==> config.mk <==
export PLATFORM = sky130hd
export DESIGN_NAME = control_unit
export DESIGN_NICKNAME = d
export VERILOG_FILES = /design/src/hw/cpu_pkg.sv /design/src/hw/control_unit.sv
export SDC_FILE = /design/constraint.sdc
export NUM_CORES = 1
export LEC_CHECK = 0
export ABC_AREA = 1
export ABC_CLOCK_PERIOD_IN_PS = 800
export BUFFER_PORTS_ARGS = -buffer_cell sky130_fd_sc_hd__buf_2
export CORE_AREA = 4 4 41 43
export DETAILED_ROUTE_END_ITERATION = 12
export DIE_AREA = 0 0 45 47
export GPL_ROUTABILITY_DRIVEN = 0
export MAX_ROUTING_LAYER = met4
export PLACE_DENSITY = 0.56
export SLEW_MARGIN = 10
export SYNTH_ARGS = -nofsm -noshare
export SYNTH_HDL_FRONTEND = slang
export SYNTH_SLANG_ARGS = --single-unit
==> constraint.sdc <==
create_clock -name vclk -period 0.8
set_input_delay 0.08 -clock vclk [all_inputs]
set_output_delay 0.08 -clock vclk [all_outputs]
set_load 0.02 [all_outputs]
==> src/hw/cpu_pkg.sv <==
package cpu_pkg;

    localparam int WORD_W      = 16;
    localparam int BTB_ENTRIES = 16;
    localparam int BTB_INDEX_W = 4;
    localparam int BTB_TAG_W   = WORD_W - BTB_INDEX_W;

    typedef logic [WORD_W-1:0] word_t;
    typedef logic [1:0]        reg_idx_t;

    typedef enum logic [3:0] {
        OP_BNE   = 4'd0,
        OP_BEQ   = 4'd1,
        OP_ADI   = 4'd4,
        OP_ORI   = 4'd5,
        OP_LHI   = 4'd6,
        OP_LWD   = 4'd7,
        OP_SWD   = 4'd8,
        OP_JMP   = 4'd9,
        OP_JAL   = 4'd10,
        OP_RTYPE = 4'd15
    } opcode_t;

    typedef enum logic [5:0] {
        FN_ADD = 6'd0,
        FN_SUB = 6'd1,
        FN_AND = 6'd2,
        FN_ORR = 6'd3,
        FN_WWD = 6'd28,
        FN_HLT = 6'd29
    } funct_t;

    typedef struct packed {
        opcode_t    opcode;
        reg_idx_t   rs;
        reg_idx_t   rt;
        reg_idx_t   rd;
        funct_t     funct;
    } instr_r_t;

    typedef struct packed {
        opcode_t    opcode;
        reg_idx_t   rs;
        reg_idx_t   rt;
        logic [7:0] imm;
    } instr_i_t;

    typedef struct packed {
        opcode_t     opcode;
        logic [11:0] target;
    } instr_j_t;

    typedef union packed {
        instr_r_t r;
        instr_i_t i;
        instr_j_t j;
    } instr_t;

    // Unused opcode 2, decodes to a no-op
    localparam word_t    NOP_WORD = 16'h2000;
    localparam reg_idx_t LINK_REG = 2'd2;

    // Forwarding selects for the execute operands
    localparam logic [1:0] FWD_NONE = 2'd0;
    localparam logic [1:0] FWD_MEM  = 2'd1;
    localparam logic [1:0] FWD_WB   = 2'd2;

    typedef enum logic [2:0] {
        ALU_ADD,
        ALU_SUB,
        ALU_AND,
        ALU_OR,
        ALU_LHI,
        ALU_PASS_B
    } alu_op_t;

    typedef enum logic [1:0] {
        WB_RD,
        WB_RT,
        WB_LINK,
        WB_NONE
    } wb_dest_t;

    typedef struct packed {
        alu_op_t  alu_op;
        logic     alu_src_imm;
        logic     mem_read;
        logic     mem_write;
        logic     reg_write;
        logic     mem_to_reg;
        logic     pc_to_reg;
        wb_dest_t wb_dest;
        logic     is_branch;
        logic     is_jump;
        logic     wwd;
        logic     halt;
    } ctrl_t;

    typedef struct packed {
        logic     valid;
        word_t    pc_next;
        ctrl_t    ctrl;
        reg_idx_t rs;
        reg_idx_t rt;
        reg_idx_t dest;
        word_t    op_a;
        word_t    op_b;
        word_t    imm;
    } id_ex_t;

    typedef struct packed {
        logic     valid;
        ctrl_t    ctrl;
        reg_idx_t dest;
        word_t    alu_out;
        word_t    store_data;
        word_t    pc_next;
        word_t    wwd_val;
    } ex_mem_t;

    typedef struct packed {
        logic     valid;
        ctrl_t    ctrl;
        reg_idx_t dest;
        word_t    result;
        word_t    wwd_val;
    } mem_wb_t;

endpackage

==> src/hw/control_unit.sv <==
module control_unit
    import cpu_pkg::*;
(
    input  instr_t instr,
    output ctrl_t  ctrl,
    output logic   illegal
);

    always_comb begin
        ctrl         = '0;
        ctrl.alu_op  = ALU_PASS_B;
        ctrl.wb_dest = WB_NONE;
        illegal      = 1'b0;

        case (instr.r.opcode)
            OP_RTYPE: begin
                ctrl.wb_dest   = WB_RD;
                ctrl.reg_write = 1'b1;
                case (instr.r.funct)
                    FN_ADD: ctrl.alu_op = ALU_ADD;
                    FN_SUB: ctrl.alu_op = ALU_SUB;
                    FN_AND: ctrl.alu_op = ALU_AND;
                    FN_ORR: ctrl.alu_op = ALU_OR;
                    default: begin
                        ctrl.reg_write = 1'b0;
                        ctrl.wb_dest   = WB_NONE;
                        ctrl.wwd       = (instr.r.funct == FN_WWD);
                        ctrl.halt      = (instr.r.funct == FN_HLT);
                        illegal        = !(ctrl.wwd || ctrl.halt);
                    end
                endcase
            end
            OP_ADI, OP_ORI, OP_LHI, OP_LWD: begin
                ctrl.alu_src_imm = 1'b1;
                ctrl.reg_write   = 1'b1;
                ctrl.wb_dest     = WB_RT;
                ctrl.mem_read    = (instr.i.opcode == OP_LWD);
                ctrl.mem_to_reg  = (instr.i.opcode == OP_LWD);
                case (instr.i.opcode)
                    OP_ORI:  ctrl.alu_op = ALU_OR;
                    OP_LHI:  ctrl.alu_op = ALU_LHI;
                    default: ctrl.alu_op = ALU_ADD;
                endcase
            end
            OP_SWD: begin
                ctrl.alu_op      = ALU_ADD;
                ctrl.alu_src_imm = 1'b1;
                ctrl.mem_write   = 1'b1;
            end
            OP_BNE, OP_BEQ: ctrl.is_branch = 1'b1;
            OP_JMP:         ctrl.is_jump   = 1'b1;
            OP_JAL: begin
                ctrl.is_jump   = 1'b1;
                ctrl.pc_to_reg = 1'b1;
                ctrl.reg_write = 1'b1;
                ctrl.wb_dest   = WB_LINK;
            end
            default: illegal = 1'b1;
        endcase
    end

endmodule

==> out/results.txt <==
status = finished with violations
violated checks = setup timing
CP Max Fanout = 7
initial antenna violation count = 0
num sequential = 0
NumNets Final = 101
most frequent cell after synthesis = sky130_fd_sc_hd__nand2_1
post-layout minimum cycle time = 0.849 ns
Critical Path Source Type = primary input
routed length per instance = 11.6 µm
vias in the first global route = 417
cell family with most CP delay = simple AND/OR/NAND/NOR gates
boundary pin count = 32
post-placement cell count = 97
Worst Path Buf+Inv = 3
post-detailed-route DRC marker count = 0
required time reported for the critical path endpoint = 0.72 ns
violation count after the first detailed-route iteration = 7
Final setup violation count = 4
post-layout util = 53.7%
layout overhead on the synthesized area = 150%
y dimension of the die = 47 µm
setup repair after global routing missed its margin = true
vias per cell = 4.62
number of pins exceeding their max-slew limit in the final report = 0
post-synthesis instance area = 279 µm²
fraction of synthesized cell area taken by the top area cell type = 16.1%
syn_area_per_cell = 5.07 µm²
count of clock buffers in the final design = 0
Total Die Area = 0.00212 mm²
total overflow reported by the global router = 0
Crit Path Category = in -> out
tightest hold margin = 0.454 ns
Slowest cell on crit path = sky130_fd_sc_hd__nor2_2
Horiz. Die Dim = 45 µm
stage delay of the slowest cell on the critical path = 0.13 ns
Post-synth top cells = sky130_fd_sc_hd__nand2_1, sky130_fd_sc_hd__nor2_1, sky130_fd_sc_hd__nand3_1
cell breakdown of the critical path = buf_12, inv_2, nor2_2, nand2_2, nand3_4, nand3_2, buf_6
antenna cells = 0
final count of hold timing violations = 0
Gate Count Post-Synth = 55
Achievable Freq = 1180 MHz
core region area = 0.00130 mm²
share of post-route cells with drive strength above 1 = 75.9%
Synthesis Warnings = 0
Total Routed Length = 1.14 mm
worst slew slack as a fraction of its limit = 89.7%
period utilisation layout = 106%
total number of vias = 453
number of rows in the core area = 13
peak ir drop on the vdd network = 0.000235 V
cell types occupying the most area after synthesis = sky130_fd_sc_hd__nand2_1, sky130_fd_sc_hd__nor2_1, sky130_fd_sc_hd__nand3_1, sky130_fd_sc_hd__nor2_2, sky130_fd_sc_hd__inv_1
kind of capture point of the worst setup path = output pin
buffers added on ports = 26
post-synthesis sequential area ratio = 0%
register area = 0 µm²
Worst Setup Slack, final = -0.0490 ns
number of fill cells in the layout = 133
Antenna Nets Post-Route = 0
class of the worst hold path = in -> out
net count of the mapped netlist = 71
largest net degree at the start of global routing = 8
slew at the pin closest to its max-slew limit = 0.154 ns
detailed-router iteration count before antenna repair = 4
total track usage = 11.1%
initial core utilization = 21.4%
post-detail-place hpwl = 743 µm
CP arrival = 0.77 ns
global-route wire length before repair = 1.75 mm
total leakage power = 0.353 nW
Multi-input gate area = 345 µm²
final std cells w/o fill = 98
final setup TNS = -0.153 ns
count of maximum capacitance violations = 0
number of distinct library cells after synthesis = 14
most area-hungry cell type in the Yosys netlist = sky130_fd_sc_hd__nand2_1
power density relative to cell area = 549 mW/mm²
[tightest hold or removal path, delay by kind of cell]
family	cells	cell delay (ns)
simple gates	1	0.05
buf+inv	2	0.25
[power breakdown]
| group | internal (mW) | switching (mW) |
|---|---|---|
| sequential | 0 | 0 |
| clock | 0 | 0 |
| combinational | 0.179 | 0.204 |
[cells by family after synthesis]
family / count (synthesis) / share of synthesized area, %
and+or+nand+nor: 42 / 80.3
buffers and inverters: 11 / 16.1
AOI/OAI and AO/OA: 2 / 3.59
[metrics by stage]
stage	setup WS, ns	instance area, µm²	total power [mW]
2_1_floorplan	0.00493	288	0.139
3_3_place_gp	-0.136	444	0.234
4_1_cts	-0.0194	644	0.355
3_5_place_dp	-0.139	444	0.235
5_1_grt	-0.0969	698	0.411
6_report	-0.0490	698	0.383
[final timing paths]
check                 startpoint        to  cells past startpoint  slack [ns]
worst max-delay path   instr[15]  ctrl[12]                      7       -0.05
worst min-delay path   instr[13]   ctrl[3]                      3        0.45
[area by class of cell]
class              count  share of cell area, %
multi-input cells     44                   49.5
well taps             15                   2.69
inverters             10                   6.81
repair buffers        29                   41.0
[per-layer routing]
layer	global-route usage [%]	up-vias	share of wire [%]
li1	-	226	-
met1	11.7	202	34
met2	22.6	23	57
met3	0.383	2	7.3
met4	2.34	0	2.4
met5	-	-	0
[timing repair]
item,in CTS,in global routing
hold buffers,0,0
pin swaps,15,5
gates resized for setup,57,16
setup endpoints to repair,12,11
buffers inserted,0,1
[cells in the final DEF, fill, tap and decap left out, drive strengths merged]
cell type / count
nand3: 8
o21ai: 2
inv: 10
buf: 29
nor2: 15
nor3: 3
nand2: 16
No activity file was read; power rests on OpenSTA's default activity.
