--- config.mk ---
export PLATFORM = sky130hd
export DESIGN_NAME = branch_predictor
export DESIGN_NICKNAME = d
export VERILOG_FILES = /design/src/hw/cpu_pkg.sv /design/src/hw/branch_predictor.sv
export SDC_FILE = /design/constraint.sdc
export NUM_CORES = 1
export LEC_CHECK = 0
export ABC_AREA = 1
export CAP_MARGIN = 30
export CORE_ASPECT_RATIO = 0.7
export CORE_MARGIN = 2
export CORE_UTILIZATION = 60
export DETAILED_ROUTE_END_ITERATION = 10
export DONT_BUFFER_PORTS = 1
export PLACE_DENSITY = 0.88
export SLEW_MARGIN = 20
export SYNTH_ARGS = -nofsm -noshare
export SYNTH_HDL_FRONTEND = slang
export SYNTH_SLANG_ARGS = --single-unit
--- constraint.sdc ---
create_clock -name clk -period 6.7 [get_ports clk]
set_clock_uncertainty 0.05 [all_clocks]
set_input_delay 1.675 -clock clk [delete_from_list [all_inputs] [get_ports clk]]
set_output_delay 1.675 -clock clk [all_outputs]
set_load 0.02 [all_outputs]
--- src/hw/cpu_pkg.sv ---
package cpu_pkg;

    localparam int WORD_W      = 16;
    localparam int BTB_ENTRIES = 16;
    localparam int BTB_INDEX_W = 4;
    localparam int BTB_TAG_W   = WORD_W - BTB_INDEX_W;

    typedef logic [WORD_W-1:0] word_t;
    typedef logic [1:0]        reg_idx_t;

    typedef enum logic [3:0] {
        OP_BNE   = 4'd0,
        OP_BEQ   = 4'd1,
        OP_ADI   = 4'd4,
        OP_ORI   = 4'd5,
        OP_LHI   = 4'd6,
        OP_LWD   = 4'd7,
        OP_SWD   = 4'd8,
        OP_JMP   = 4'd9,
        OP_JAL   = 4'd10,
        OP_RTYPE = 4'd15
    } opcode_t;

    typedef enum logic [5:0] {
        FN_ADD = 6'd0,
        FN_SUB = 6'd1,
        FN_AND = 6'd2,
        FN_ORR = 6'd3,
        FN_WWD = 6'd28,
        FN_HLT = 6'd29
    } funct_t;

    typedef struct packed {
        opcode_t    opcode;
        reg_idx_t   rs;
        reg_idx_t   rt;
        reg_idx_t   rd;
        funct_t     funct;
    } instr_r_t;

    typedef struct packed {
        opcode_t    opcode;
        reg_idx_t   rs;
        reg_idx_t   rt;
        logic [7:0] imm;
    } instr_i_t;

    typedef struct packed {
        opcode_t     opcode;
        logic [11:0] target;
    } instr_j_t;

    typedef union packed {
        instr_r_t r;
        instr_i_t i;
        instr_j_t j;
    } instr_t;

    // Unused opcode 2, decodes to a no-op
    localparam word_t    NOP_WORD = 16'h2000;
    localparam reg_idx_t LINK_REG = 2'd2;

    // Forwarding selects for the execute operands
    localparam logic [1:0] FWD_NONE = 2'd0;
    localparam logic [1:0] FWD_MEM  = 2'd1;
    localparam logic [1:0] FWD_WB   = 2'd2;

    typedef enum logic [2:0] {
        ALU_ADD,
        ALU_SUB,
        ALU_AND,
        ALU_OR,
        ALU_LHI,
        ALU_PASS_B
    } alu_op_t;

    typedef enum logic [1:0] {
        WB_RD,
        WB_RT,
        WB_LINK,
        WB_NONE
    } wb_dest_t;

    typedef struct packed {
        alu_op_t  alu_op;
        logic     alu_src_imm;
        logic     mem_read;
        logic     mem_write;
        logic     reg_write;
        logic     mem_to_reg;
        logic     pc_to_reg;
        wb_dest_t wb_dest;
        logic     is_branch;
        logic     is_jump;
        logic     wwd;
        logic     halt;
    } ctrl_t;

    typedef struct packed {
        logic     valid;
        word_t    pc_next;
        ctrl_t    ctrl;
        reg_idx_t rs;
        reg_idx_t rt;
        reg_idx_t dest;
        word_t    op_a;
        word_t    op_b;
        word_t    imm;
    } id_ex_t;

    typedef struct packed {
        logic     valid;
        ctrl_t    ctrl;
        reg_idx_t dest;
        word_t    alu_out;
        word_t    store_data;
        word_t    pc_next;
        word_t    wwd_val;
    } ex_mem_t;

    typedef struct packed {
        logic     valid;
        ctrl_t    ctrl;
        reg_idx_t dest;
        word_t    result;
        word_t    wwd_val;
    } mem_wb_t;

endpackage

--- src/hw/branch_predictor.sv ---
module branch_predictor
    import cpu_pkg::*;
(
    input  logic  clk,
    input  logic  reset_n,
    input  word_t fetch_pc,
    output word_t pred_pc,
    input  logic  upd_valid,
    input  logic  upd_taken,
    input  word_t upd_pc,
    input  word_t upd_target
);

    logic [BTB_ENTRIES-1:0] valid_q;
    logic [BTB_TAG_W-1:0]   tag_q [BTB_ENTRIES];
    word_t                  target_q [BTB_ENTRIES];

    logic [BTB_INDEX_W-1:0] fetch_idx;
    logic [BTB_INDEX_W-1:0] upd_idx;
    logic [BTB_TAG_W-1:0]   fetch_tag;
    logic [BTB_TAG_W-1:0]   upd_tag;
    logic                   hit;

    assign fetch_idx = fetch_pc[BTB_INDEX_W-1:0];
    assign fetch_tag = fetch_pc[WORD_W-1:BTB_INDEX_W];
    assign upd_idx   = upd_pc[BTB_INDEX_W-1:0];
    assign upd_tag   = upd_pc[WORD_W-1:BTB_INDEX_W];

    assign hit     = valid_q[fetch_idx] && tag_q[fetch_idx] == fetch_tag;
    assign pred_pc = hit ? target_q[fetch_idx] : fetch_pc + 16'd1;

    always_ff @(posedge clk) begin
        if (reset_n) begin
            valid_q <= '0;
        end else if (upd_valid) begin
            if (upd_taken) begin
                valid_q[upd_idx]  <= 1'b1;
                tag_q[upd_idx]    <= upd_tag;
                target_q[upd_idx] <= upd_target;
            end else if (tag_q[upd_idx] == upd_tag) begin
                // Falls through now, drop the stale target
                valid_q[upd_idx] <= 1'b0;
            end
        end
    end

endmodule

==> results.tsv <==
metric	value	unit
avg_inst_size_synth	10.02	um^2
clk_transition_reported_paths	60	ps
run_status	complete, no violations	
clock_tree.root_cell	clkbuf_16	
num_antenna_cells	0	
i_o_buffers	0	
grt_pass1_wl	92360	um
max-clock-path-buffers	3	
synthCells	2132	
post_cts_hold_buffer_count	0	
clock-sinks	464	
critPathRequiredTime	4970	ps
detailedRoute.firstPassIterationCount	7	
max_slew_headroom	0.2526	
hold_viol_final	0	
synth_enable_flop_cells	448	
rows	57	
finalWirelength	61340	um
final_common_cell	nand2_1	
final.fill_count	2398	
first_global_vias	15944	
cts_inserted_buffers	43	
timing.final.crit_period	6367	ps
nNetsFinal	2157	
irDropWorstVdd	242.7	uV
pin_count	68	
dieWidth	229.6	um
reg2regPathDepth	18	
timing.critical_path.arrival	4640	ps
grt.overflow.total	0	
clock_tree.htree_level_count	2	
fin_setup_tns	0	ps
critPathLaunchType	input pin	
cp_max_fo	204	
cellLeakagePower	8.764	nW
grt_antenna_before_repair	0	
detail_route.vias_per_cell	6.493	
r2r_slack	4040	ps
first_element_of_the_critical_path	fetch_pc[0]	
register_bit_total_from_synthesis	464	
worst-setup-path-type	in -> out	
layout_worst_path_cycle_share	0.9503	
initial_cell_density_of_the_core	0.6127	
synth_warnings	0	
worst_skew_pair.late_latency	570	ps
synth.yosys.seq_area_share	0.6445	
clock.fmax	0.1571	GHz
post_synth_instance_area	21370	um^2
top_library_cells_by_usage_in_the_layout_fill_and_taps_aside	546 x nand2_1, 448 x edfxtp_1, 265 x nor2_1	
drt_iter0_drc	3247	
pin_count_of_the_biggest_net_entering_global_routing	205	
min_path_type	reg -> reg	
yosysUniqueCellTypes	32	
finalSetupViolCount	0	
routed_length_per_instance	23.49	um
track_usage	0.3270	
drt_drc_violations_left	0	
power-per-cell-area	260.8	nW/um^2
design.die.area	37170	um^2
tritoncts	yes	
final-max-slew-violation-count	0	
flow.area_growth_from_synthesis	9.134	%
dpl_worst_slack	354.7	ps
route.vias.total	16953	
r2r-start	tag_q[13][8]$_DFFE_PP_	
drive_gt1_frac	0.06919	
ys.flop_type	edfxtp_1	
core-area	34870	um^2
postRouteAntennaNets	0	
dp_hpwl	35930	um
category_of_the_worst_setup_path_capture_point	output port	
worstMarginPinSlew	1117	ps
gp_congestion	0.9100	
timing.final.ws_setup	333.1	ps
cap_violations	0	
synth_nets	2185	
hold-path-cell-count	4	
fraction_of_registers_with_async_set_or_reset_after_synthesis	0	
die_y	161.9	um
unrepaired_setup_endpoints_after_global_routing	no	
## how the worst max path moves through the flow
stage / endpoint / slack, ps / cells after the start
2_1_floorplan: pred_pc[0] / 1380 / 13
6_report: pred_pc[10] / 330 / 11
4_1_cts: pred_pc[10] / 250 / 15
3_3_place_gp: pred_pc[13] / 530 / 17
5_1_grt: pred_pc[10] / 170 / 15
3_5_place_dp: pred_pc[0] / 350 / 15
## flip-flops by register name, summed over array words and instances, names as in the netlist, named ones only
name / cells
tag_q: 192
target_q: 256
## logic make-up after synthesis
kind of cell	synth area share
compound gates	0.1271
xor+xnor	0.006148
fa+ha+maj	0.0005854
buf+inv	0.05223
flops	0.6445
simple gates	0.1694
## cell usage after synthesis, types with 9 or more instances
cell,count,share of area
nand3_1,70,0.016
o21ai_0,258,0.060
edfxtp_1,448,0.63
xor2_1,15,0.0061
buf_6,9,0.0047
o21ai_1,40,0.0094
nand4_1,12,0.0035
o211ai_1,24,0.0084
dfxtp_1,16,0.015
a21oi_1,48,0.011
nor2_1,266,0.047
nand2_1,547,0.096
clkbuf_1,65,0.011
nor3_1,17,0.0040
o221ai_1,17,0.0070
o22ai_1,52,0.015
inv_1,116,0.020
o211a_1,9,0.0042
a221oi_1,12,0.0049
buf_2,52,0.012
## metal layers
layer | vias to the layer above | routed length (um) | GRT usage
met2 | 1461 | 26960 | 0.4948
met4 | 0 | 3558 | 0.1724
met1 | 7872 | 21570 | 0.4476
met5 | - | 0 | 0
li1 | 7356 | - | -
met3 | 264 | 9248 | 0.07391
## critical path, cell delays in order
cell      delay [ps]
inv_6            540
o21ai_0          220
o211ai_1         160
nand3_1          120
nand3_1          230
xor2_1           170
nand2_1          110
nor3_2           320
nand2_2          400
o21ai_1          310
buf_4            180
## area by class of cell
| type | count | area, um^2 | share of cell area |
|---|---|---|---|
| multi-input cells | 1412 | 6584 | 0.2823 |
| repair buffers | 62 | 509.2 | 0.02184 |
| inverters | 121 | 459.2 | 0.01969 |
| flip-flops and latches | 464 | 13770 | 0.5906 |
| clock inverters | 30 | 281.5 | 0.01207 |
| well taps | 472 | 590.6 | 0.02532 |
| clock buffers | 50 | 1124 | 0.04818 |
## timing repair
action | 4_1_cts | 5_1_grt
setup endpoints to repair | 0 | 15
buffers inserted | 0 | 0
gates resized for setup | 0 | 1
## stage by stage
step / hold WS [ps] / total power, mW / instance area, um^2 / util / instances
2_1_floorplan: 439.2 / 3.578 / 21370 / - / 2132
3_3_place_gp: 446.7 / 3.634 / 21840 / 0.6263 / 2525
3_5_place_dp: 457.3 / 3.651 / 21880 / 0.6273 / 2528
4_1_cts: 467.0 / 6.065 / 23280 / 0.6676 / 2608
5_1_grt: 503.1 / 6.225 / 23320 / 0.6687 / 2611
6_report: 468.0 / 6.083 / 23320 / 0.6687 / 2611
## where the power goes
group	leakage, nW	internal (mW)	switching (mW)
logic	3.93	0.126	0.277
clock network	0.671	1.40	1.08
registers	4.16	3.20	0.00660
(Power assumes the default switching activity.)
