--- config.mk ---
export PLATFORM = sky130hd
export DESIGN_NAME = register_file
export DESIGN_NICKNAME = d
export VERILOG_FILES = /design/src/hw/cpu_pkg.sv /design/src/hw/register_file.sv
export SDC_FILE = /design/constraint.sdc
export NUM_CORES = 1
export LEC_CHECK = 0
export BUFFER_PORTS_ARGS = -buffer_cell sky130_fd_sc_hd__clkbuf_2
export CORE_MARGIN = 2
export CORE_UTILIZATION = 40
export DETAILED_ROUTE_END_ITERATION = 7
export PLACE_DENSITY = 0.65
export SYNTH_ARGS = -nofsm -noshare
export SYNTH_HDL_FRONTEND = slang
export SYNTH_SLANG_ARGS = --single-unit
--- constraint.sdc ---
create_clock -name clk -period 1.35 [get_ports clk]
set_input_delay 0.0675 -clock clk [delete_from_list [all_inputs] [get_ports clk]]
set_output_delay 0.0675 -clock clk [all_outputs]
set_load 0.02 [all_outputs]
--- src/hw/cpu_pkg.sv ---
package cpu_pkg;

    localparam int WORD_W      = 16;
    localparam int BTB_ENTRIES = 16;
    localparam int BTB_INDEX_W = 4;
    localparam int BTB_TAG_W   = WORD_W - BTB_INDEX_W;

    typedef logic [WORD_W-1:0] word_t;
    typedef logic [1:0]        reg_idx_t;

    typedef enum logic [3:0] {
        OP_BNE   = 4'd0,
        OP_BEQ   = 4'd1,
        OP_ADI   = 4'd4,
        OP_ORI   = 4'd5,
        OP_LHI   = 4'd6,
        OP_LWD   = 4'd7,
        OP_SWD   = 4'd8,
        OP_JMP   = 4'd9,
        OP_JAL   = 4'd10,
        OP_RTYPE = 4'd15
    } opcode_t;

    typedef enum logic [5:0] {
        FN_ADD = 6'd0,
        FN_SUB = 6'd1,
        FN_AND = 6'd2,
        FN_ORR = 6'd3,
        FN_WWD = 6'd28,
        FN_HLT = 6'd29
    } funct_t;

    typedef struct packed {
        opcode_t    opcode;
        reg_idx_t   rs;
        reg_idx_t   rt;
        reg_idx_t   rd;
        funct_t     funct;
    } instr_r_t;

    typedef struct packed {
        opcode_t    opcode;
        reg_idx_t   rs;
        reg_idx_t   rt;
        logic [7:0] imm;
    } instr_i_t;

    typedef struct packed {
        opcode_t     opcode;
        logic [11:0] target;
    } instr_j_t;

    typedef union packed {
        instr_r_t r;
        instr_i_t i;
        instr_j_t j;
    } instr_t;

    // Unused opcode 2, decodes to a no-op
    localparam word_t    NOP_WORD = 16'h2000;
    localparam reg_idx_t LINK_REG = 2'd2;

    // Forwarding selects for the execute operands
    localparam logic [1:0] FWD_NONE = 2'd0;
    localparam logic [1:0] FWD_MEM  = 2'd1;
    localparam logic [1:0] FWD_WB   = 2'd2;

    typedef enum logic [2:0] {
        ALU_ADD,
        ALU_SUB,
        ALU_AND,
        ALU_OR,
        ALU_LHI,
        ALU_PASS_B
    } alu_op_t;

    typedef enum logic [1:0] {
        WB_RD,
        WB_RT,
        WB_LINK,
        WB_NONE
    } wb_dest_t;

    typedef struct packed {
        alu_op_t  alu_op;
        logic     alu_src_imm;
        logic     mem_read;
        logic     mem_write;
        logic     reg_write;
        logic     mem_to_reg;
        logic     pc_to_reg;
        wb_dest_t wb_dest;
        logic     is_branch;
        logic     is_jump;
        logic     wwd;
        logic     halt;
    } ctrl_t;

    typedef struct packed {
        logic     valid;
        word_t    pc_next;
        ctrl_t    ctrl;
        reg_idx_t rs;
        reg_idx_t rt;
        reg_idx_t dest;
        word_t    op_a;
        word_t    op_b;
        word_t    imm;
    } id_ex_t;

    typedef struct packed {
        logic     valid;
        ctrl_t    ctrl;
        reg_idx_t dest;
        word_t    alu_out;
        word_t    store_data;
        word_t    pc_next;
        word_t    wwd_val;
    } ex_mem_t;

    typedef struct packed {
        logic     valid;
        ctrl_t    ctrl;
        reg_idx_t dest;
        word_t    result;
        word_t    wwd_val;
    } mem_wb_t;

endpackage

--- src/hw/register_file.sv ---
module register_file
    import cpu_pkg::*;
(
    input  logic     clk,
    input  logic     reset_n,
    input  reg_idx_t rs,
    input  reg_idx_t rt,
    input  logic     wr_en,
    input  reg_idx_t wr_idx,
    input  word_t    wr_data,
    output word_t    rs_data,
    output word_t    rt_data
);

    word_t regs [4];

    always_ff @(posedge clk) begin
        if (reset_n) begin
            regs <= '{default: '0};
        end else if (wr_en) begin
            regs[wr_idx] <= wr_data;
        end
    end

    // Write-through so decode sees the value being written back
    assign rs_data = (wr_en && wr_idx == rs) ? wr_data : regs[rs];
    assign rt_data = (wr_en && wr_idx == rt) ? wr_data : regs[rt];

    assert property (@(posedge clk) disable iff (reset_n) wr_en |-> !$isunknown(wr_data));

endmodule

==> impl_summary.txt <==
----------------------------------------------------
[STA]
  Worst Skew ... 0 ps
  Slew at the pin with the worst max-slew slack ... 286 ps
  Hold Worst Slack ... 8.22 ps
  Fin crit share ... 1.24
  Highest Clock Rate ... 597 MHz
  Max_slew headroom ... 0.809
  Minimum setup slack in the final design ... -326 ps
  Setup repair after global routing missed its margin ... true
  Final period demand of the worst path ... 1680 ps
  Count of endpoints failing setup in the final report ... 32
  Final hold violations ... 0
  Max-slew violation count ... 0

[Worst setup path]
  Launching element type of the critical path ... flip-flop
  R2R setup slack ... 610 ps
  Crit path max fanout ... 3
  Required time of the critical path ... 1280 ps
  Logic depth of the worst register-to-register path ... 3
  Worst flop-to-flop path endpoint ... regs[41]
  Crit path DAT ... 1610 ps
  Startpoint of the worst register-to-register path ... regs[41]
  Kind of critical path ... flip-flop to output pin
  Critical path capture point type ... output pin

[Clock tree]
  Clock Latency Late Sink ... 350 ps
  CTS tree ... built
  Maximum buffer depth of the clock tree ... 2
  CTS sink cnt ... 64
  Total CTS buffers ... 9
  Root Buffer ... sky130_fd_sc_hd__clkbuf_8
  Clock transition at the registers of the reported paths ... 70 ps
  H-Tree Level Count ... 3

[Floorplan]
  Full die area ... 9760 um2
  Number of core rows ... 34
  Placeable core area ... 8720 um2
  Initial Utilization ... 0.412
  Horizontal extent of the die ... 98.8 um
  Die height ... 98.8 um
  Io pins ... 57

[Power and ir drop]
  Combinational share of power ... 0.220
  Sequential group share of total power ... 0.420
  LEAKAGE ... 1.94 nW
  Net Switching ... 1.31 mW
  Switching share of power ... 0.274
  Clock share of power ... 0.360
  Int Pwr ... 3.47 mW
  Total power divided by cell area ... 991 nW/um2
  Max IR drop VDD ... 0.542 mV

[Global route]
  Via count of the first global-routing pass ... 3101
  Initial antenna violation count ... 0
  Pin count of the biggest net entering global routing ... 65
  Tot GR Track Use ... 0.214
  First-pass GRT wire length ... 16100 um
  GRT overflow ... 0

[Yosys]
  Proportion of synthesized chip area in sequential cells ... 0.356
  Top cell type's share of synthesized area ... 0.356
  Synth unique cells ... 20
  Total standard cell area after synthesis ... 3600 um2
  Register bit count reported by yosys ... 64
  Synthesized area per cell ... 9.82 um2
  Main area contributors after synthesis ... sky130_fd_sc_hd__dfxtp_1, sky130_fd_sc_hd__nand2_1, sky130_fd_sc_hd__mux4_2
  Cell count after synthesis ... 366
  Biggest area consumer among synthesized cells ... sky130_fd_sc_hd__dfxtp_1
  Net count of the mapped netlist ... 391
  Count of warnings emitted by yosys ... 0

[Detailed routing]
  Avg WL per Cell ... 18.1 um
  First drt pass iteration count ... 4
  Number of DRC markers in iteration 0 ... 233
  Via total after detailed routing ... 3097
  Antenna viol nets, final ... 0
  Wire length after detailed routing ... 10100 um
  DRC violation count after routing ... 0
  Drt via density ... 5.53

[Final layout]
  Largest registers ... regs x64
  Final nets ... 472
  Ant. Diodes ... 0
  Growth of design area from synthesis to finish ... 34.0%
  Summed area of non-filler cells in the final layout ... 4820 um2
  Share of post-route cells with drive strength above 1 ... 0.451
  Register with the most flip-flops ... regs
  Number of flip-flops in the largest register ... 64

[Run status]
  Result of the run ... complete, but fails checks
  Failing checks ... negative setup slack

[Placement]
  Sum of net half-perimeters after detailed placement ... 6870 um
  Number of buffers inserted by port buffering ... 56
  Post-place instance area ... 4180 um2
  Routability Congestion ... 0.801

[Hold path]
  End point of the most critical hold path ... regs[55]
  Cell depth of the worst min-delay path ... 3
  Path class of the lowest-slack min-delay path ... primary input to flip-flop
  Launch instance of the worst min-delay path ... wr_data[7]

[Flow run]
  Max cap viols ... 0

----------------------------------------------------
==> routing by layer <==
layer,vias to the layer above,GRT usage,routed length (um)
met4,0,0.103,297
met1,1521,0.264,4150
li1,1441,-,-
met2,112,0.358,5100
met5,-,0,0
met3,23,0.0447,583
==> how the worst max path moves through the flow <==
stage | slack, ps | start | endpoint
after floorplan | 160 | rt[1] | rt_data[0]
after global placement | -70 | rt[1] | rt_data[13]
after detailed placement | -90 | rt[1] | rt_data[5]
after CTS | -350 | regs[15] | rs_data[15]
after global routing | -360 | regs[15] | rs_data[15]
final | -330 | regs[15] | rs_data[15]
==> power by group through the flow <==
stage                     logic [mW]  clock network [mW]  registers [mW]
final                           1.05                1.72            2.00
after global routing            1.11                1.82            2.01
after CTS                      0.985                1.74            2.00
after detailed placement       0.856                   0            2.04
after global placement         0.844                   0            2.03
after floorplan                0.554                   0            2.02
==> through the flow <==
stage	worst slack (ps)	utilization	setup TNS (ps)	instances	power, mW
finish	-326	0.553	-8730	560	4.77
global route	-357	0.553	-9830	560	4.94
CTS	-351	0.539	-9560	559	4.72
detailed placement	-87.6	0.479	-1520	531	2.89
global placement	-70.5	0.479	-1190	531	2.88
floorplan	157	-	0	366	2.58
==> cells in the mapped netlist <==
library cell	n
sky130_fd_sc_hd__buf_8	1
sky130_fd_sc_hd__or3b_1	1
sky130_fd_sc_hd__and3_1	1
sky130_fd_sc_hd__nand3_1	1
sky130_fd_sc_hd__dfxtp_1	64
sky130_fd_sc_hd__a21oi_1	64
sky130_fd_sc_hd__and3b_1	2
sky130_fd_sc_hd__mux2_4	20
sky130_fd_sc_hd__nor3b_2	1
sky130_fd_sc_hd__nand2_1	128
sky130_fd_sc_hd__clkbuf_1	14
sky130_fd_sc_hd__buf_6	4
sky130_fd_sc_hd__nand3b_1	2
sky130_fd_sc_hd__buf_2	12
sky130_fd_sc_hd__mux2_2	12
sky130_fd_sc_hd__buf_12	1
sky130_fd_sc_hd__mux4_2	20
sky130_fd_sc_hd__nand3_2	2
sky130_fd_sc_hd__mux4_1	12
sky130_fd_sc_hd__xnor2_1	4
==> critical path: stages (launching register included) <==
cell,delay (ps)
sky130_fd_sc_hd__dfxtp_2,330
sky130_fd_sc_hd__mux4_2,490
sky130_fd_sc_hd__mux2_4,310
sky130_fd_sc_hd__buf_8,140
==> cell type report <==
class / instances / area [um2]
clock buffers: 13 / 159
clock inverters: 3 / 40.0
fillers: 769 / 3900
multi-input cells: 270 / 2120
flip-flops and latches: 64 / 1320
well taps: 108 / 135
repair buffers: 102 / 1040
==> cell families (layout without fill, tap and decap cells) <==
family          Yosys count  after routing  share of synthesized area
simple gates            138            138                      0.157
compound gates           64             64                     0.0891
mux                      64             64                      0.334
flops                    64             64                      0.356
buf+inv                  32            118                     0.0536
xor+xnor                  4              4                    0.00974
==> layout by cell type, fill, tap and decap left out, types with 2 or more instances in the layout <==
master                          Yosys  routed
sky130_fd_sc_hd__a21oi_1           64      64
sky130_fd_sc_hd__and3b_1            2       2
sky130_fd_sc_hd__buf_12             1       9
sky130_fd_sc_hd__buf_4              0      26
sky130_fd_sc_hd__buf_6              4      12
sky130_fd_sc_hd__buf_8              1      20
sky130_fd_sc_hd__clkbuf_1          14       2
sky130_fd_sc_hd__clkbuf_2           0      24
sky130_fd_sc_hd__clkbuf_8           0      11
sky130_fd_sc_hd__clkinv_2           0       2
sky130_fd_sc_hd__dfxtp_1           64      32
sky130_fd_sc_hd__dfxtp_2            0      32
sky130_fd_sc_hd__dlygate4sd3_1      0      11
sky130_fd_sc_hd__mux2_4            20      32
sky130_fd_sc_hd__mux4_2            20      32
sky130_fd_sc_hd__nand2_1          128     128
sky130_fd_sc_hd__nand3_2            2       2
sky130_fd_sc_hd__nand3b_1           2       2
sky130_fd_sc_hd__xnor2_1            4       4
==> repair_timing <==
item,CTS,global route
setup endpoints to repair,32,32
gates cloned,0,0
hold buffers,11,0
hold endpoints to repair,26,0
resized for setup,84,65
setup buffers,1,1
Note: power is estimated with default switching activity, not from simulation.
