File: src/hw/cpu_pkg.sv
package cpu_pkg;

    localparam int WORD_W      = 16;
    localparam int BTB_ENTRIES = 16;
    localparam int BTB_INDEX_W = 4;
    localparam int BTB_TAG_W   = WORD_W - BTB_INDEX_W;

    typedef logic [WORD_W-1:0] word_t;
    typedef logic [1:0]        reg_idx_t;

    typedef enum logic [3:0] {
        OP_BNE   = 4'd0,
        OP_BEQ   = 4'd1,
        OP_ADI   = 4'd4,
        OP_ORI   = 4'd5,
        OP_LHI   = 4'd6,
        OP_LWD   = 4'd7,
        OP_SWD   = 4'd8,
        OP_JMP   = 4'd9,
        OP_JAL   = 4'd10,
        OP_RTYPE = 4'd15
    } opcode_t;

    typedef enum logic [5:0] {
        FN_ADD = 6'd0,
        FN_SUB = 6'd1,
        FN_AND = 6'd2,
        FN_ORR = 6'd3,
        FN_WWD = 6'd28,
        FN_HLT = 6'd29
    } funct_t;

    typedef struct packed {
        opcode_t    opcode;
        reg_idx_t   rs;
        reg_idx_t   rt;
        reg_idx_t   rd;
        funct_t     funct;
    } instr_r_t;

    typedef struct packed {
        opcode_t    opcode;
        reg_idx_t   rs;
        reg_idx_t   rt;
        logic [7:0] imm;
    } instr_i_t;

    typedef struct packed {
        opcode_t     opcode;
        logic [11:0] target;
    } instr_j_t;

    typedef union packed {
        instr_r_t r;
        instr_i_t i;
        instr_j_t j;
    } instr_t;

    // Unused opcode 2, decodes to a no-op
    localparam word_t    NOP_WORD = 16'h2000;
    localparam reg_idx_t LINK_REG = 2'd2;

    // Forwarding selects for the execute operands
    localparam logic [1:0] FWD_NONE = 2'd0;
    localparam logic [1:0] FWD_MEM  = 2'd1;
    localparam logic [1:0] FWD_WB   = 2'd2;

    typedef enum logic [2:0] {
        ALU_ADD,
        ALU_SUB,
        ALU_AND,
        ALU_OR,
        ALU_LHI,
        ALU_PASS_B
    } alu_op_t;

    typedef enum logic [1:0] {
        WB_RD,
        WB_RT,
        WB_LINK,
        WB_NONE
    } wb_dest_t;

    typedef struct packed {
        alu_op_t  alu_op;
        logic     alu_src_imm;
        logic     mem_read;
        logic     mem_write;
        logic     reg_write;
        logic     mem_to_reg;
        logic     pc_to_reg;
        wb_dest_t wb_dest;
        logic     is_branch;
        logic     is_jump;
        logic     wwd;
        logic     halt;
    } ctrl_t;

    typedef struct packed {
        logic     valid;
        word_t    pc_next;
        ctrl_t    ctrl;
        reg_idx_t rs;
        reg_idx_t rt;
        reg_idx_t dest;
        word_t    op_a;
        word_t    op_b;
        word_t    imm;
    } id_ex_t;

    typedef struct packed {
        logic     valid;
        ctrl_t    ctrl;
        reg_idx_t dest;
        word_t    alu_out;
        word_t    store_data;
        word_t    pc_next;
        word_t    wwd_val;
    } ex_mem_t;

    typedef struct packed {
        logic     valid;
        ctrl_t    ctrl;
        reg_idx_t dest;
        word_t    result;
        word_t    wwd_val;
    } mem_wb_t;

endpackage

File: src/hw/hazard_unit.sv
module hazard_unit
    import cpu_pkg::*;
(
    input  logic       clk,
    input  logic       reset_n,
    input  reg_idx_t   id_rs,
    input  reg_idx_t   id_rt,
    input  logic       id_uses_rs,
    input  logic       id_uses_rt,
    input  logic       id_is_branch,
    input  id_ex_t     id_ex,
    input  ex_mem_t    ex_mem,
    input  mem_wb_t    mem_wb,
    output logic       stall,
    output logic [1:0] forward_a,
    output logic [1:0] forward_b
);

    logic ex_hit;
    logic mem_load_hit;
    logic mem_fwd_ok;
    logic wb_fwd_ok;

    // Decode reads a register that the instruction in execute writes
    assign ex_hit = id_ex.valid && id_ex.ctrl.reg_write &&
        ((id_uses_rs && id_ex.dest == id_rs) || (id_uses_rt && id_ex.dest == id_rt));

    assign mem_load_hit = ex_mem.valid && ex_mem.ctrl.mem_read &&
        ((id_uses_rs && ex_mem.dest == id_rs) || (id_uses_rt && ex_mem.dest == id_rt));

    // Branches compare in decode, so they wait longer than ALU users
    assign stall = (ex_hit && id_ex.ctrl.mem_read) ||
                   (id_is_branch && (ex_hit || mem_load_hit));

    assign mem_fwd_ok = ex_mem.valid && ex_mem.ctrl.reg_write;
    assign wb_fwd_ok  = mem_wb.valid && mem_wb.ctrl.reg_write;

    always_comb begin
        forward_a = FWD_NONE;
        forward_b = FWD_NONE;
        if (mem_fwd_ok && ex_mem.dest == id_ex.rs) begin
            forward_a = FWD_MEM;
        end else if (wb_fwd_ok && mem_wb.dest == id_ex.rs) begin
            forward_a = FWD_WB;
        end
        if (mem_fwd_ok && ex_mem.dest == id_ex.rt) begin
            forward_b = FWD_MEM;
        end else if (wb_fwd_ok && mem_wb.dest == id_ex.rt) begin
            forward_b = FWD_WB;
        end
    end

    assert property (@(posedge clk) reset_n |=> !stall);

endmodule

File: config.mk
export PLATFORM = sky130hd
export DESIGN_NAME = hazard_unit
export DESIGN_NICKNAME = d
export VERILOG_FILES = /design/src/hw/cpu_pkg.sv /design/src/hw/hazard_unit.sv
export SDC_FILE = /design/constraint.sdc
export NUM_CORES = 1
export LEC_CHECK = 0
export BUFFER_PORTS_ARGS = -buffer_cell sky130_fd_sc_hd__buf_2
export CORE_AREA = 2 2 89 91
export DETAILED_ROUTE_END_ITERATION = 6
export DIE_AREA = 0 0 91 93
export PLACE_DENSITY = 0.43
export SETUP_SLACK_MARGIN = 0.02
export SLEW_MARGIN = 20
export SYNTH_ARGS = -nofsm -noshare
export SYNTH_HDL_FRONTEND = slang
export SYNTH_SLANG_ARGS = --single-unit
File: constraint.sdc
create_clock -name vclk -period 1.5
set_input_delay 0.15 -clock vclk [all_inputs]
set_output_delay 0.15 -clock vclk [all_outputs]
set_load 0.1 [all_outputs]
==> report_table.html <==
<table>
<tr><th>Metric</th><th>Value</th></tr>
<tr><th colspan="2">Power</th></tr>
<tr><td>Power per unit of standard cell area</td><td>~300 mW/mm^2</td></tr>
<tr><td>Leakage</td><td>between 0.2 and 0.25 nW</td></tr>
<tr><td>Pwr Total</td><td>~0.2 mW</td></tr>
<tr><td>Worst-case vdd ir drop</td><td>between 0.09 and 0.1 mV</td></tr>
<tr><th colspan="2">Worst setup path</th></tr>
<tr><td>Crit start category</td><td>input port</td></tr>
<tr><td>Arr. time, crit path</td><td>about 1.2 ns</td></tr>
<tr><td>Crit path largest cell delay</td><td>~0.31 ns</td></tr>
<tr><td>Series of cell instances along the critical path</td><td>buf_2 -&gt; xor2_1 -&gt; nor3_4 -&gt; nor4_4 -&gt; buf_12</td></tr>
<tr><td>Slowest stage cell on the critical path</td><td>sky130_fd_sc_hd__nor4_4</td></tr>
<tr><td>Worst path required time</td><td>1.35 ns</td></tr>
<tr><td>Top fanout value on the critical path</td><td>4</td></tr>
<tr><td>Crit path capture type</td><td>output pin</td></tr>
<tr><td>Type of the worst setup path</td><td>in -&gt; out</td></tr>
<tr><th colspan="2">Drt</th></tr>
<tr><td>Routed wire per std cell</td><td>approximately 7.4 microns</td></tr>
<tr><td>First-pass iteration count of the detailed router</td><td>2</td></tr>
<tr><td>DRC violation total after the first TritonRoute iteration</td><td>9</td></tr>
<tr><td>Average via count per standard cell</td><td>just under 2</td></tr>
<tr><td>DR DRC count</td><td>0</td></tr>
<tr><td>DR vias</td><td>~330</td></tr>
<tr><td>Number of nets still failing antenna checks after routing</td><td>0</td></tr>
<tr><td>Wirelength, routed</td><td>roughly 1200 microns</td></tr>
<tr><th colspan="2">Hold path</th></tr>
<tr><td>Number of cells on the worst hold path</td><td>4</td></tr>
<tr><td>Capture endpoint of the worst hold path</td><td>forward_b[0]</td></tr>
<tr><td>Hold_sp</td><td>ex_mem[74]</td></tr>
<tr><td>Type of the tightest min-delay check</td><td>in -&gt; out</td></tr>
<tr><th colspan="2">Floorplan</th></tr>
<tr><td>Placeable Area</td><td>roughly 0.0075 sq mm</td></tr>
<tr><td>I/O pin count</td><td>between 200 and 250</td></tr>
<tr><td>Die width</td><td>91 microns</td></tr>
<tr><td>Chip Height</td><td>93 microns</td></tr>
<tr><td>Die outline area</td><td>about 0.0085 sq mm</td></tr>
<tr><td>Initial Utilization</td><td>under 10%</td></tr>
<tr><td>Cell row count</td><td>32</td></tr>
<tr><th colspan="2">GRT</th></tr>
<tr><td>Global routing's busiest layer</td><td>met1</td></tr>
<tr><td>Pin count of the biggest net entering global routing</td><td>5</td></tr>
<tr><td>Global-route met1 utilization</td><td>4.15%</td></tr>
<tr><td>Total Routing Usage GR</td><td>2.54%</td></tr>
<tr><td>Met3 GRT Util</td><td>less than 1%</td></tr>
<tr><td>Leftover overflow at the end of global routing</td><td>0</td></tr>
<tr><td>Global-route wire length before repair</td><td>between 1500 and 2000 microns</td></tr>
<tr><td>Met2 Usage GRT</td><td>under 10%</td></tr>
<tr><td>Initial antenna violation count</td><td>1</td></tr>
<tr><td>Via count of the first global-routing pass</td><td>316</td></tr>
<tr><th colspan="2">Layout</th></tr>
<tr><td>Share of final-layout standard cells stronger than drive strength 1</td><td>about two thirds</td></tr>
<tr><td>Final-layout clock buffer total</td><td>0</td></tr>
<tr><td>P&amp;R area growth vs syn</td><td>202%</td></tr>
<tr><td>Area taken by flip-flops and latches</td><td>0 sq um</td></tr>
<tr><td>Final layout net count</td><td>a little under 300</td></tr>
<tr><td>Number of sequential cells in the layout</td><td>0</td></tr>
<tr><td>Post-route cell area</td><td>about 680 sq um</td></tr>
<tr><th colspan="2">Logic synthesis</th></tr>
<tr><td>Syn Area/Cell</td><td>slightly below 8 sq um</td></tr>
<tr><td>Fraction of the mapped netlist area in simple logic gates</td><td>24.3%</td></tr>
<tr><td>Dominant combinational cell family by area after synthesis</td><td>XOR/XNOR gates</td></tr>
<tr><td>Post-synthesis net count</td><td>between 200 and 300</td></tr>
<tr><td>Yosys warning total</td><td>0</td></tr>
<tr><td>Post-synthesis compound-gate area fraction</td><td>between 10% and 20%</td></tr>
<tr><td>Gate Count Post-Synth</td><td>29</td></tr>
<tr><td>Post-Syn Area</td><td>226 sq um</td></tr>
<tr><td>Post-synthesis mux area share</td><td>0%</td></tr>
<tr><td>Post-Synth XOR/XNOR Area</td><td>between 60% and 70%</td></tr>
<tr><td>Count of different cell masters after synthesis</td><td>10</td></tr>
<tr><td>Post-synthesis adder-cell area fraction</td><td>0%</td></tr>
<tr><td>Register area share after synthesis</td><td>0%</td></tr>
<tr><th colspan="2">STA</th></tr>
<tr><td>Count of endpoints failing hold in the final timing report</td><td>0</td></tr>
<tr><td>Worst rel slew slack</td><td>roughly 79%</td></tr>
<tr><td>Time the final worst path needs with I/O delays and setup</td><td>1.37 ns</td></tr>
<tr><td>Total setup violations reported at the end of the flow</td><td>0</td></tr>
<tr><td>Final max-slew violation count</td><td>0</td></tr>
<tr><td>Setup TNS</td><td>0 ns</td></tr>
<tr><td>Period utilization</td><td>91.3%</td></tr>
<tr><td>Worst Slack Setup Final</td><td>~0.13 ns</td></tr>
<tr><td>Timing-limited maximum frequency</td><td>approximately 730 MHz</td></tr>
<tr><td>Actual slew at the worst max-slew pin</td><td>between 0.3 and 0.4 ns</td></tr>
<tr><td>RSZ-0062 raised after global routing</td><td>no</td></tr>
<tr><th colspan="2">Clocking</th></tr>
<tr><td>Hold-fix buffer count after cts</td><td>0</td></tr>
<tr><td>Count of cells resized by post-cts repair</td><td>0</td></tr>
<tr><td>Setup repair bufs after CTS</td><td>0</td></tr>
<tr><th colspan="2">Place</th></tr>
<tr><td>Worst slack at placement</td><td>approximately 0.1 ns</td></tr>
<tr><td>Total placed instance area</td><td>a little under 700 sq um</td></tr>
<tr><td>Port Buffer Count</td><td>30</td></tr>
<tr><td>RD Place Congestion</td><td>around 0.63</td></tr>
<tr><th colspan="2">Run status</th></tr>
<tr><td>Result of the run</td><td>finished, final reports clean</td></tr>
<tr><th colspan="2">Run</th></tr>
<tr><td>Max-cap violations</td><td>0</td></tr>
</table>
==> where the power goes <==
part	leakage, nW	switching, mW	total (mW)	internal [mW]
Combinational	0.243	0.117	0.203	0.0858
Sequential	0	0	0	0
Clock	0.00000634	0	0.0000000891	0.0000000891
==> critical path, delay by kind of cell <==
family / cells / cell delay, ns
xor+xnor: 1 / 0.26
buf+inv: 2 / 0.42
simple gates: 2 / 0.38
==> routing by layer <==
metal  vias up  share of wire (%)
met5         -                  0
met4         0                  0
met3         0                 11
met2        18                 37
met1       138                 52
li1        169                  -
==> stage by stage <==
| stage | util (%) | hold slack [ns] | std cells |
|---|---|---|---|
| floorplan | - | 0.540 | 29 |
| global placement | 9.04 | 0.784 | 163 |
| detailed placement | 9.04 | 0.784 | 163 |
| CTS | 9.04 | 0.786 | 163 |
| global route | 9.04 | 0.795 | 163 |
| finish | 9.08 | 0.780 | 164 |
==> synthesized netlist by cell type <==
cell type,n,area [sq um]
sky130_fd_sc_hd__a32oi_1,2,17.5
sky130_fd_sc_hd__nor4_2,2,25.0
sky130_fd_sc_hd__nand3_1,1,5.00
sky130_fd_sc_hd__o211ai_1,1,7.51
sky130_fd_sc_hd__o22ai_1,1,6.26
sky130_fd_sc_hd__xnor2_1,4,35.0
sky130_fd_sc_hd__nor3_1,2,10.0
sky130_fd_sc_hd__nor2_1,2,7.51
sky130_fd_sc_hd__nand2_1,2,7.51
sky130_fd_sc_hd__xor2_1,12,105
==> cells in the final DEF, fill, tap and decap left out, drive strengths merged <==
master | Yosys | layout
buf | 0 | 32
diode | 0 | 1
nand2 | 2 | 2
nor4 | 2 | 2
xnor2 | 4 | 4
nor2 | 2 | 2
nor3 | 2 | 2
a32oi | 2 | 2
xor2 | 12 | 12
nand3 | 1 | 1
o211ai | 1 | 1
o22ai | 1 | 1
==> worst max path at each step <==
stage | from | endpoint | slack, ns | cells past startpoint
6_report | ex_mem[65] | forward_a[1] | 0.13 | 5
5_1_grt | ex_mem[65] | forward_a[1] | 0.03 | 5
4_1_cts | ex_mem[65] | forward_a[1] | 0.1 | 5
3_5_place_dp | ex_mem[65] | forward_a[1] | 0.10 | 5
3_3_place_gp | ex_mem[65] | forward_a[1] | 0.11 | 5
2_1_floorplan | ex_mem[64] | forward_a[1] | -0.34 | 3
==> layout make-up <==
type,count,area [sq um]
multi-input combinational,29,313
fill,912,6840
timing repair buffer,32,240
tap,102,128
antenna,1,2.50
==> kinds of logic (layout without fill, tap and decap cells) <==
logic type                after synthesis  in the layout
AOI/OAI and AO/OA                       4              4
xor gates and xnor gates               16             16
buffers and inverters                   0             32
other                                   0              1
and+or+nand+nor                         9              9
No activity file was read; power rests on OpenSTA's default activity.
